## config.mk

```make
export PLATFORM = sky130hd
export DESIGN_NAME = gps_cpu_core
export DESIGN_NICKNAME = d
export VERILOG_FILES = /design/src/verilog/gps_cpu_io_pkg.sv /design/src/verilog/gps_cpu_isa_pkg.sv /design/src/verilog/gps_cpu_core.sv
export SDC_FILE = /design/constraint.sdc
export NUM_CORES = 1
export LEC_CHECK = 0
export ABC_AREA = 1
export ABC_CLOCK_PERIOD_IN_PS = 2190
export BUFFER_PORTS_ARGS = -buffer_cell sky130_fd_sc_hd__buf_2
export CAP_MARGIN = 25
export CORE_AREA = 2 2 133 135
export CTS_CLUSTER_DIAMETER = 30
export DETAILED_ROUTE_END_ITERATION = 12
export DIE_AREA = 0 0 135 137
export PLACE_DENSITY = 0.69
export SYNTH_ARGS = -nofsm -noshare
export SYNTH_HDL_FRONTEND = slang
export SYNTH_SLANG_ARGS = --single-unit
```

## constraint.sdc

```tcl
create_clock -name clk -period 2.19 [get_ports clk]
set_clock_uncertainty 0.15 [all_clocks]
set_input_delay 0.219 -clock clk [delete_from_list [all_inputs] [get_ports clk]]
set_output_delay 0.219 -clock clk [all_outputs]
set_load 0.05 [all_outputs]
```

## src/verilog/gps_cpu_io_pkg.sv

```systemverilog
// gps_cpu data words and the I/O select space seen by the receiver logic
package gps_cpu_io_pkg;

    ////////////////////////////////////////////////////////////////////////////
    // data words

    // stack entries, tos and nos
    typedef logic [31:0] word_t;

    // code/data memory words and the par bus
    typedef logic [15:0] half_t;

    ////////////////////////////////////////////////////////////////////////////
    // I/O selects

    // each bank decodes its own set of selects
    localparam int IO_SEL_W = 11;

endpackage
```

## src/verilog/gps_cpu_isa_pkg.sv

```systemverilog
// gps_cpu instruction set: opcodes, field widths and the four instruction word formats
package gps_cpu_isa_pkg;

    ////////////////////////////////////////////////////////////////////////////
    // field widths

    // code word address, also the branch destination field
    localparam int CODE_AW = 11;
    localparam int LIT_W = 15;
    localparam int IMM_W = 7;

    // word layouts, bit 15 on the left
    //   0vvv vvvv vvvv vvvv  push literal 0..0x7fff
    //   100o oooo Riii iiii  alu op, R = return, i = imm or carry/serial select
    //   101c dddd dddd ddd b  c=0 call/branch, c=1 bz/bnz, b = condition
    //   11oo kddd dddd dddd  rd_reg / wr_reg / wr_evt, k = bank
    typedef union packed {
        struct packed {
            logic is_op;
            logic [LIT_W-1:0] value;
        } lit;
        struct packed {
            logic [7:0] op8;
            logic ret;
            logic [IMM_W-1:0] imm;
        } alu;
        struct packed {
            logic [3:0] op4;
            logic [CODE_AW-1:0] dest;
            logic cond;
        } ctl;
        struct packed {
            logic [3:0] op4;
            logic bank;
            logic [gps_cpu_io_pkg::IO_SEL_W-1:0] sel;
        } io;
    } insn_t;

    ////////////////////////////////////////////////////////////////////////////
    // opcodes

    localparam logic [15:0] nop_word = 16'h8000;

    localparam logic [7:0] op_dup = 8'h81;
    localparam logic [7:0] op_swap = 8'h82;
    localparam logic [7:0] op_swap16 = 8'h83;
    localparam logic [7:0] op_over = 8'h84;
    localparam logic [7:0] op_drop = 8'h85;
    localparam logic [7:0] op_rot = 8'h86;
    // imm field is the operand
    localparam logic [7:0] op_addi = 8'h87;
    // imm[6] chains the carry
    localparam logic [7:0] op_add = 8'h88;
    localparam logic [7:0] op_sub = 8'h89;
    localparam logic [7:0] op_mult = 8'h8a;
    localparam logic [7:0] op_and = 8'h8b;
    localparam logic [7:0] op_or = 8'h8c;
    localparam logic [7:0] op_not = 8'h8e;
    localparam logic [7:0] op_shl = 8'h91;
    localparam logic [7:0] op_shr = 8'h92;
    // imm[6] picks the serial input
    localparam logic [7:0] op_rd_bit = 8'h93;
    localparam logic [7:0] op_fetch16 = 8'h94;
    // ( d a -- a+2 )
    localparam logic [7:0] op_store16 = 8'h95;
    localparam logic [7:0] op_r = 8'h9c;
    localparam logic [7:0] op_r_from = 8'h9d;
    localparam logic [7:0] op_to_r = 8'h9e;

    localparam logic [3:0] op_jmp = 4'ha;
    localparam logic [3:0] op_brz = 4'hb;
    localparam logic [3:0] op_rd_reg = 4'hc;
    localparam logic [3:0] op_wr_reg = 4'hd;
    localparam logic [3:0] op_wr_evt = 4'he;

endpackage

```

## src/verilog/gps_cpu_core.sv

```systemverilog
// gps_cpu core: decode, program counter, top/next of stack and the I/O strobes
`timescale 1ns/1ps

module gps_cpu_core #(
    parameter int STACK_AW = 8
) (
    input  logic                                 clk,
    input  logic                                 arst_n,
    input  logic                                 load,
    input  gps_cpu_isa_pkg::insn_t               insn,
    input  gps_cpu_io_pkg::half_t                mem_dout,
    input  gps_cpu_io_pkg::half_t                par,
    input  logic [1:0]                           ser,
    input  gps_cpu_io_pkg::word_t                alu_result,
    input  gps_cpu_io_pkg::word_t                dstk_top,
    input  gps_cpu_io_pkg::word_t                rstk_top,
    output gps_cpu_io_pkg::word_t                tos,
    output gps_cpu_io_pkg::word_t                nos,
    output logic                                 mem_rd,
    output logic                                 alu_en,
    output logic                                 dpush,
    output logic                                 dpop,
    output logic                                 rpush,
    output logic                                 rpop,
    output gps_cpu_io_pkg::word_t                rstk_din,
    output logic [gps_cpu_isa_pkg::CODE_AW-1:0]  next_pc,
    output logic [gps_cpu_isa_pkg::CODE_AW-1:0]  mem_addr,
    output logic                                 mem_we,
    output gps_cpu_io_pkg::half_t                mem_din,
    output logic                                 rd_reg,
    output logic                                 rd_bit,
    output logic                                 wr_reg,
    output logic                                 wr_evt,
    output logic                                 io_bank,
    output logic [gps_cpu_io_pkg::IO_SEL_W-1:0]  io_sel,
    output gps_cpu_io_pkg::word_t                io_data
);

    logic [7:0] op8;
    logic [3:0] op4;
    logic ret;
    logic call;
    logic jump;
    logic nz;
    logic serial;
    logic inc_sp;
    logic dec_sp;
    logic run;
    logic [gps_cpu_isa_pkg::CODE_AW-1:0] pc;
    logic [gps_cpu_isa_pkg::CODE_AW-1:0] pc_inc;
    gps_cpu_io_pkg::word_t next_tos;

    initial begin
        assert (STACK_AW >= 4 && STACK_AW <= 10)
            else $fatal(1, "STACK_AW must lie between 4 and 10");
    end

    ////////////////////////////////////////////////////////////////////////////
    // decode

    assign op8 = insn.alu.op8;
    assign op4 = insn.ctl.op4;
    // return bit only exists in the alu format
    assign ret = op8[7:5] == 3'b100 && insn.alu.ret;
    assign serial = ser[insn.alu.imm[6]];
    assign nz = |tos[15:0];
    assign call = op4 == gps_cpu_isa_pkg::op_jmp && !insn.ctl.cond;
    // bz when cond is 0, bnz when cond is 1
    assign jump = op4 == gps_cpu_isa_pkg::op_jmp
               || (op4 == gps_cpu_isa_pkg::op_brz && insn.ctl.cond == nz);

    always_comb begin
        inc_sp = !insn.lit.is_op || op4 == gps_cpu_isa_pkg::op_rd_reg;
        dec_sp = op4 == gps_cpu_isa_pkg::op_wr_reg || op4 == gps_cpu_isa_pkg::op_brz;
        case (op8)
            gps_cpu_isa_pkg::op_dup, gps_cpu_isa_pkg::op_over,
            gps_cpu_isa_pkg::op_r, gps_cpu_isa_pkg::op_r_from: inc_sp = 1'b1;
            gps_cpu_isa_pkg::op_drop, gps_cpu_isa_pkg::op_add,
            gps_cpu_isa_pkg::op_sub, gps_cpu_isa_pkg::op_mult,
            gps_cpu_isa_pkg::op_and, gps_cpu_isa_pkg::op_or,
            gps_cpu_isa_pkg::op_to_r, gps_cpu_isa_pkg::op_store16: dec_sp = 1'b1;
            default: ;
        endcase
    end

    // rot rewrites the entry under nos without moving sp
    assign dpush = inc_sp || op8 == gps_cpu_isa_pkg::op_rot;
    assign dpop = dec_sp || op8 == gps_cpu_isa_pkg::op_rot;
    assign rpush = call || op8 == gps_cpu_isa_pkg::op_to_r;
    assign rpop = ret || op8 == gps_cpu_isa_pkg::op_r_from;

    ////////////////////////////////////////////////////////////////////////////
    // program counter

    assign pc_inc = pc + 1'b1;
    // return addresses are kept as byte addresses
    assign rstk_din = call ? gps_cpu_io_pkg::word_t'({pc_inc, 1'b0}) : tos;

    always_comb begin
        if (!run) begin
            // first cycle after load or reset fetches word 0
            next_pc = '0;
        end else if (ret) begin
            next_pc = rstk_top[gps_cpu_isa_pkg::CODE_AW:1];
        end else if (jump) begin
            next_pc = insn.ctl.dest;
        end else begin
            next_pc = pc_inc;
        end
    end

    always_ff @(posedge clk or negedge arst_n) begin
        if (!arst_n) begin
            pc <= '0;
            run <= 1'b0;
        end else begin
            pc <= next_pc;
            run <= !load;
        end
    end

    assign alu_en = run;

    ////////////////////////////////////////////////////////////////////////////
    // top and next of stack

    always_comb begin
        case (op4)
            gps_cpu_isa_pkg::op_brz,
            gps_cpu_isa_pkg::op_wr_reg: next_tos = nos;
            gps_cpu_isa_pkg::op_rd_reg: next_tos = gps_cpu_io_pkg::word_t'(par);
            default: begin
                case (op8)
                    gps_cpu_isa_pkg::op_swap, gps_cpu_isa_pkg::op_over,
                    gps_cpu_isa_pkg::op_drop, gps_cpu_isa_pkg::op_to_r: next_tos = nos;
                    gps_cpu_isa_pkg::op_rot: next_tos = dstk_top;
                    gps_cpu_isa_pkg::op_r, gps_cpu_isa_pkg::op_r_from: next_tos = rstk_top;
                    // serial bit shifts in at the bottom
                    gps_cpu_isa_pkg::op_rd_bit: next_tos = {tos[30:0], serial};
                    gps_cpu_isa_pkg::op_fetch16:
                        next_tos = gps_cpu_io_pkg::word_t'(mem_dout);
                    default: next_tos = alu_result;
                endcase
            end
        endcase
    end

    always_ff @(posedge clk) begin
        tos <= next_tos;
        if (dpush) begin
            nos <= tos;
        end else if (dec_sp || op8 == gps_cpu_isa_pkg::op_swap) begin
            nos <= (op8 == gps_cpu_isa_pkg::op_swap) ? tos : dstk_top;
        end
    end

    ////////////////////////////////////////////////////////////////////////////
    // memory port and I/O

    assign mem_rd = op8 == gps_cpu_isa_pkg::op_store16;
    assign mem_we = op8 == gps_cpu_isa_pkg::op_store16;
    assign mem_din = nos[15:0];
    // store writes at tos, reads are set up one cycle ahead
    assign mem_addr = mem_we ? tos[gps_cpu_isa_pkg::CODE_AW:1]
                             : next_tos[gps_cpu_isa_pkg::CODE_AW:1];

    assign rd_reg = op4 == gps_cpu_isa_pkg::op_rd_reg;
    assign wr_reg = op4 == gps_cpu_isa_pkg::op_wr_reg;
    assign wr_evt = op4 == gps_cpu_isa_pkg::op_wr_evt;
    assign rd_bit = op8 == gps_cpu_isa_pkg::op_rd_bit;
    assign io_bank = rd_bit ? insn.alu.imm[6] : insn.io.bank;
    assign io_sel = insn.io.sel;
    assign io_data = tos;

    a_one_strobe: assert property (@(posedge clk) disable iff (!arst_n)
        (rd_reg || rd_bit || wr_reg || wr_evt)
            |-> run && $onehot0({rd_reg, rd_bit, wr_reg, wr_evt}))
        else $error("I/O strobes overlap or fire outside the run phase");

endmodule

```

==> results.txt, run 1 <==
Mean Syn Cell Area: 6.55 um^2
CP Cell Sequence: inv_1 -> nand4_1 -> nor2_2 -> nand2_2 -> nand2_2 -> nand3_4 -> nand2_4 -> buf_6 -> nand2_1 -> nand3_1 -> nand2_1 -> inv_2 -> buf_8
Vias per std cell: 5.02
Critical path required time: 1.82 ns
CP Max Fanout: 7
Data arrival, critical path: 2.02 ns
Setup ws final: -0.199 ns
WS Path Type: reg -> out
Slowest CP cell: dfxtp_2
Worst hold path class: in -> reg
Clock power frac: 0.246
Cell class contributing the biggest share of worst-path delay: simple AND/OR/NAND/NOR gates
VDD IR-drop max: 380 uV
WP buf/inv: 4
Post-synthesis cell count: 928
Stages on worst setup path: 13
Total CTS buffers: 9
RR Endpoint: pc[10]
1st-iter DRT viols: 696
Core Rows: 48
Run status: finished with violations
DP Wirelength: 20100 um
Critical Path Source Type: register
Setup TNS: -2.46 ns
RR Startpoint: io_data[8]
Full die area: 0.0185 mm^2
Clk_lat worst skew: 0.35 ns
Min cycle time layout: 2.39 ns
Clock Path Buffers: 2
Crit-path max cell delay: 0.32 ns
Initial antenna violation count: 5
Net Sw Frac: 0.473
Post-route ant nets: 0
GRT Overall Usage: 0.268
Min-Delay Endpoint: io_data[23]
Tightest Pin Transition: 0.427 ns
DR WL/cell: 17.4 um
Fin crit share: 1.09
Lkg Pwr: 5.27 nW
Unrepaired setup endpoints after global routing: true
Internal cell power: 3.33 mW
Violated checks: negative setup slack
Power Density: 655 mW/mm^2
CTS Root Cell: clkbuf_16
Placer congestion estimate: 0.944
Reg2reg setup slack: 0.10 ns
Die X: 135 um
Sequential-to-total area share from yosys stat: 0.313
Largest net degree at the start of global routing: 41
Slew Limit Fails: 0
Global-route wire length before repair: 37600 um
Clock sink count: 76
Worst setup EP type: output pin
Max-Cap Viols: 0
Starting Density: 0.356
Total number of vias: 7794
H-Tree Depth: 3
P_sw: 2.99 mW
Top-Level Pins: 338
Synth-to-Final Area Change: 58.9%
Die height: 137 um
Worst slew margin: 0.715
Core area: 0.0171 mm^2
Residual DRC count: 0
Most frequent cells in the layout: buf_2 (299), nand2_1 (291), buf_4 (105), inv_1 (89), nand3_1 (86)
Post-synthesis cell type count: 37
Routed wire length: 27100 um
CTS clock-pin slew for the worst setup and hold paths: 0.08 ns
Ys Warns: 0
Cells on Worst Hold Path: 5
Hold_sp: alu_result[23]
Netlist Area Pre-Place: 0.00608 mm^2
PortBufs: 337
Flops & latches, synth: 76
Commonest non-fill, non-tap cell in the layout: buf_2
Sequential Power Share: 0.290
Vias in the first global route: 6808
Nets@finish: 1469
CTS tree: built
F_max: 0.418 GHz
Final setup fails: 22
Share of cells above drive strength 1: 0.492
Final hold vios: 0
DRT Pass-1 Iters: 5
Pre-CTS WS: -0.0853 ns
GRT overflow: 0
Worst r2r path cells: 14
Post-Syn Nets: 1078
Combinational power share: 0.464
## per-stage QoR
stage | instance area [um^2] | power, mW | instances | util | hold WS, ns
after global routing | 9650 | 6.55 | 1551 | 0.566 | 0.00986
final | 9660 | 6.32 | 1553 | 0.566 | 0.00775
after CTS | 9030 | 6.21 | 1522 | 0.529 | 0.000675
after floorplan | 6130 | 3.81 | 928 | - | -0.227
after detailed placement | 8310 | 4.55 | 1480 | 0.487 | -0.0253
after global placement | 8310 | 4.54 | 1480 | 0.487 | -0.0274
## Yosys cell counts (all sizes together)
library cell / instances / area share
nand2: 339 / 0.22
edfxtp: 32 / 0.16
clkbuf: 19 / 0.012
o22ai: 1 / 0.0010
ha: 1 / 0.0021
a31o: 1 / 0.0014
nand3: 100 / 0.082
o31ai: 1 / 0.0021
nor4: 1 / 0.0010
or2: 1 / 0.0010
o21ai: 80 / 0.084
a22oi: 16 / 0.020
xnor2: 1 / 0.0014
nor3: 5 / 0.0041
xor2: 5 / 0.0072
a21oi: 13 / 0.011
buf: 86 / 0.11
o211ai: 8 / 0.0099
dfxtp: 32 / 0.11
nand4: 8 / 0.0082
nor2: 41 / 0.033
inv: 120 / 0.075
a211oi: 4 / 0.0049
nor3b: 1 / 0.0012
dfrtp: 12 / 0.049
## power groups by stage
stage	Sequential, mW	Clock [mW]	Combinational [mW]
3_3_place_gp	1.85	0	2.70
2_1_floorplan	2.32	0	1.49
4_1_cts	1.82	1.58	2.81
5_1_grt	1.85	1.64	3.07
6_report	1.83	1.56	2.94
3_5_place_dp	1.85	0	2.71
## metal layers
layer | up-vias | global-route usage | wire length (um)
li1 | 3687 | - | -
met2 | 453 | 0.477 | 13500
met1 | 3589 | 0.335 | 10600
met4 | 4 | 0.0764 | 699
met5 | - | 0 | 21
met3 | 61 | 0.0430 | 2230
## flip-flops by register name, indices dropped and copies added, names as in the netlist
signal / count
nos: 32
alu_en: 1
pc: 11
io_data: 32
## worst register-to-register path: stages (launching register included)
cell     delay [ns]
dfxtp_2        0.32
inv_1          0.14
nand4_1        0.13
nor2_2         0.16
nand3_1        0.14
nand3_4        0.12
nand2_4        0.06
buf_6          0.14
nand2_1        0.06
nand3_1        0.06
nand2_1        0.10
inv_2          0.06
buf_4          0.12
buf_4          0.12
buf_4          0.11
## worst max path at each step
stage	from	to	slack, ns
global route	io_data[8]	next_pc[10]	-0.33
CTS	io_data[2]	next_pc[5]	-0.19
finish	io_data[8]	next_pc[10]	-0.20
global placement	insn[13]	mem_addr[3]	-0.04
floorplan	insn[14]	rstk_din[11]	-0.07
detailed placement	insn[13]	io_data[17]	-0.09
## layout make-up
type	count	area, um^2
multi-input combinational	627	3310
clock inverter	7	71.3
antenna	4	10.0
clock buffer	9	225
tap	225	282
timing repair buffer	485	3370
sequential	76	1920
fill	1617	7400
inverter	120	460
## repair_timing
action,4_1_cts,5_1_grt
hold endpoints to repair,34,0
setup endpoints to repair,24,28
cloned,0,2
hold buffers,23,0
buffers inserted,3,25
resized for setup,69,129
pin swaps,4,30
## logic make-up (layout without fill, tap and decap cells)
group	Yosys count	in the layout	synth area share
other	0	4	0
flip-flops	76	76	0.313
AO/OA/AOI/OAI	124	124	0.135
adder cells (fa/ha/maj)	1	1	0.00206
AND/OR/NAND/NOR	496	496	0.347
buffers and inverters	225	621	0.195
XOR/XNOR	6	6	0.00865
(Power assumes the default switching activity.)
==> run 2, diff against run 1 <==
Settings changed: HOLD_SLACK_MARGIN set to 0.15.
==> results.txt, run 2 (synthesized netlist as in run 1, its figures left out) <==
Run status: finished with violations
Violated checks: negative setup slack
Most frequent cells in the layout: buf_2 (299), nand2_1 (268), dlygate4sd3_1 (121), buf_4 (107), inv_1 (89)
Starting Density: 0.356
CTS Root Cell: clkbuf_16
Post-Place Cells: 1480
Nets@finish: 1566
Initial antenna violation count: 3
PortBufs: 337
Total number of vias: 8376
Critical Path Start: io_data[15]
Largest net degree at the start of global routing: 41
Die X: 135 um
H-Tree Depth: 3
Clock Path Buffers: 2
Core Rows: 48
Fin crit share: 1.10
Setup ws final: -0.221 ns
Sequential Power Share: 0.280
VDD IR-drop max: 389 uV
CTS clock-pin slew for the worst setup and hold paths: 0.08 ns
RR Startpoint: io_data[4]
Worst setup EP type: output pin
Clk_lat worst skew: 0.35 ns
Vias per std cell: 5.08
Finished Layout Cells: 1649
Reg2reg setup slack: 0.12 ns
Residual DRC count: 0
Internal cell power: 3.48 mW
Post-DP Area: 0.00831 mm^2
Data arrival, critical path: 2.04 ns
Placer congestion estimate: 0.944
1st-iter DRT viols: 638
Tightest Pin Transition: 0.657 ns
Total CTS buffers: 9
Synth-to-Final Area Change: 78.2%
Final setup fails: 15
Lkg Pwr: 5.81 nW
Min cycle time layout: 2.41 ns
Clock power frac: 0.238
Combinational power share: 0.482
Final hold vios: 0
Critical Path Source Type: register
Worst hold path class: in -> reg
Commonest non-fill, non-tap cell in the layout: buf_2
GRT Max-Usage Layer: met2
Post-route ant nets: 0
Met1 global-route usage: 0.348
GRT met2 Usage: 0.514
Core area: 0.0171 mm^2
Die height: 137 um
GRT Overall Usage: 0.289
Total power: 6.55 mW
Vias in the first global route: 7568
Unrepaired setup endpoints after global routing: true
Setup TNS: -1.92 ns
DP Wirelength: 20100 um
F_max: 0.415 GHz
Max-Cap Viols: 0
Clock sink count: 76
Full die area: 0.0185 mm^2
Finished Cell Area: 0.0108 mm^2
CP Max Fanout: 7
GRT overflow: 0
Worst slew margin: 0.560
Pre-CTS WS: -0.0853 ns
Global-route wire length before repair: 40900 um
CTS tree: built
P_sw: 3.08 mW
WS Path Type: reg -> out
Power Density: 605 mW/mm^2
Net Sw Frac: 0.469
DR WL/cell: 17.8 um
Top-Level Pins: 338
DRT Pass-1 Iters: 5
Met3 Usage GRT: 0.0481
Critical path required time: 1.82 ns
Slew Limit Fails: 0
Hold_sp: rstk_top[25]
Share of cells above drive strength 1: 0.486
Routed wire length: 29400 um
run 2: cell types whose count changed in the layout (fill, tap and decap cells not counted), sizes merged:
cell / change
dlygate4sd3: +98
clkbuf: -1
diode: -1
run 2: worst paths after layout:
check                              end  depth (start not counted)
setup / recovery            next_pc[8]                         14
hold / removal             io_data[25]                          7
setup reg to reg                pc[10]                         14
hold reg to reg            io_data[25]                          2
max in group asynchronous        pc[3]                          3
min in group asynchronous        pc[7]                          3
run 2: what timing repair did:
item | 4_1_cts | 5_1_grt
pin swaps | 4 | 50
setup endpoints to repair | 24 | 30
resized for setup | 69 | 186
cloned | 0 | 3
hold buffers | 121 | 0
setup buffers | 3 | 23
hold endpoints to repair | 86 | 0
run 2: per-layer routing:
layer	routed length, um	part of all wire
met2	14700	0.50
met5	0	0
met4	1260	0.043
met1	10900	0.37
met3	2560	0.087
run 2: stage by stage:
step	util	hold slack, ns
after floorplan	-	-0.227
after global placement	0.487	-0.0274
after detailed placement	0.487	-0.0253
after CTS	0.587	0.154
after global routing	0.635	0.200
final	0.635	0.162
run 2: power by group through the flow:
stage                     clock network [mW]  registers (mW)  logic (mW)
after floorplan                            0            2.32        1.49
after global placement                     0            1.85        2.70
after detailed placement                   0            1.85        2.71
after CTS                               1.58            1.82        2.96
after global routing                    1.64            1.85        3.29
final                                   1.56            1.83        3.16
run 2: cell type report:
type                       count  area (um^2)
multi-input combinational    627         3500
antenna                        3         7.51
fill                        1419         6220
clock inverter                 7         71.3
tap                          225          282
clock buffer                   9          225
inverter                     120          470
timing repair buffer         582         4350
sequential                    76         1920
run 2: worst max-delay path, stage by stage, from the launching register on:
cell	delay, ns
dfxtp_2	0.33
inv_2	0.06
nand4_1	0.10
nor2_1	0.14
buf_4	0.15
nand2_2	0.05
nand2_2	0.09
nand3_4	0.10
nand2_4	0.10
buf_12	0.14
nand2_2	0.05
nand3_1	0.07
nand2_1	0.08
inv_2	0.08
buf_8	0.14
==> run 3, diff against run 2 <==
Settings changed: RECOVER_POWER set to 25.
==> results.txt, run 3 (synthesized netlist as in run 1, its figures left out) <==
Run status: finished with violations
Violated checks: negative setup slack
Die X: 135 um
Combinational power share: 0.478
Slowest CP cell: dfxtp_2
Total CTS buffers: 9
Data arrival, critical path: 2.05 ns
Total number of vias: 8434
Critical path required time: 1.82 ns
Max-Cap Viols: 0
Commonest non-fill, non-tap cell in the layout: nand2_1
Clock power frac: 0.240
Nets@finish: 1566
Lkg Pwr: 5.60 nW
Residual DRC count: 0
Top-Level Pins: 338
Clk_lat worst skew: 0.35 ns
Pre-CTS WS: -0.0853 ns
Cell class contributing the biggest share of worst-path delay: simple AND/OR/NAND/NOR gates
Net Sw Frac: 0.473
CTS tree: built
Starting Density: 0.356
H-Tree Depth: 3
Routed wire length: 29500 um
Clock sink count: 76
Initial antenna violation count: 3
Die height: 137 um
Setup ws final: -0.225 ns
CP Max Fanout: 7
P_sw: 3.09 mW
Fin crit share: 1.10
Power Density: 607 mW/mm^2
Critical Path Source Type: register
GRT overflow: 0
Most frequent cells in the layout: nand2_1 (268), buf_2 (229), dlygate4sd3_1 (121), buf_4 (107), inv_1 (89)
WP buf/inv: 5
CTS clock-pin slew for the worst setup and hold paths: 0.07 ns
DP Wirelength: 20100 um
Slew Limit Fails: 0
GRT Overall Usage: 0.289
Clock Path Buffers: 2
F_max: 0.414 GHz
Vias in the first global route: 7568
DR WL/cell: 17.9 um
Internal cell power: 3.44 mW
Final hold vios: 0
Vias per std cell: 5.11
Core Rows: 48
Worst setup EP type: output pin
Synth-to-Final Area Change: 76.8%
Unrepaired setup endpoints after global routing: true
VDD IR-drop max: 389 uV
CP most frequent cell: nand2_2
DRT Pass-1 Iters: 9
1st-iter DRT viols: 742
Filler Cells Inserted: 1466
Tightest Pin Transition: 0.655 ns
Worst hold path class: in -> reg
Largest net degree at the start of global routing: 41
Full die area: 0.0185 mm^2
Worst slew margin: 0.562
Core area: 0.0171 mm^2
Placer congestion estimate: 0.944
Share of cells above drive strength 1: 0.437
Post-route ant nets: 0
Final setup fails: 15
PortBufs: 337
Sequential Power Share: 0.282
WS Path Type: reg -> out
CTS Root Cell: clkbuf_16
Min cycle time layout: 2.41 ns
Global-route wire length before repair: 40900 um
Total power: 6.53 mW
CP Cell Sequence: inv_2 -> nand4_1 -> nor2_1 -> buf_4 -> nand2_2 -> nand2_2 -> nand3_4 -> nand2_4 -> buf_12 -> nand2_2 -> nand3_1 -> nand2_1 -> inv_2 -> buf_8
Crit-path max cell delay: 0.33 ns
[run 3: worst paths after layout]
| check | startpoint | to | slack [ns] | cells past startpoint |
|---|---|---|---|---|
| worst max-delay path | io_data[15] | next_pc[8] | -0.22 | 14 |
| worst max register to register | io_data[4] | pc[10] | 0.10 | 14 |
| min in group asynchronous | arst_n | pc[7] | 0.82 | 3 |
| max in group asynchronous | arst_n | pc[3] | 0.61 | 3 |
| worst min register to register | nos[25] | io_data[25] | 0.36 | 2 |
| worst min-delay path | mem_dout[0] | io_data[0] | 0.16 | 7 |
[run 3: area by class of cell]
type,count,area (um^2),area share
repair buffers,582,4270,0.397
multi-input cells,627,3500,0.326
flip-flops and latches,76,1920,0.179
inverters,120,470,0.0438
well taps,225,282,0.0262
clock buffers,9,225,0.0210
clock inverters,7,71.3,0.00664
diodes,3,7.51,0.000699
[run 3: power groups by stage]
stage                     Sequential, mW  Clock (mW)  Combinational (mW)
after detailed placement            1.85           0                2.71
after CTS                           1.82        1.58                2.96
after global placement              1.85           0                2.70
after floorplan                     2.32           0                1.49
final                               1.84        1.57                3.12
after global routing                1.86        1.64                3.25
[run 3: per-layer routing]
| layer | track usage | wire, um | part of all wire |
|---|---|---|---|
| met1 | 0.348 | 11100 | 0.38 |
| met2 | 0.514 | 14700 | 0.50 |
| met3 | 0.0481 | 2520 | 0.085 |
| met4 | 0.115 | 1230 | 0.042 |
| met5 | 0 | 0 | 0 |
[run 3: repair_timing]
item | 4_1_cts | 5_1_grt
cloned | 0 | 3
pin swaps | 4 | 50
endpoints found under the setup margin | 24 | 30
resized for setup | 69 | 186
setup buffers | 3 | 23
hold buffers | 121 | 0
hold endpoints to repair | 86 | 0
[run 3: metrics by stage]
step / setup TNS [ns] / cell area (um^2) / util / hold slack, ns / cells
after floorplan: -0.134 / 6130 / - / -0.227 / 928
after global placement: -0.125 / 8310 / 0.487 / -0.0274 / 1480
after detailed placement: -0.872 / 8310 / 0.487 / -0.0253 / 1480
after CTS: -1.99 / 10000 / 0.587 / 0.154 / 1620
after global routing: -4.28 / 10700 / 0.630 / 0.200 / 1648
final: -2.02 / 10700 / 0.630 / 0.157 / 1649
[run 3: tightest hold or removal path, cell delays in order]
cell and delay [ns]:
buf_2 0.07, nand3_1 0.07, nand2_1 0.06, nor2_1 0.03, nand4_1 0.07, nand2_1 0.05, nand2_1 0.05
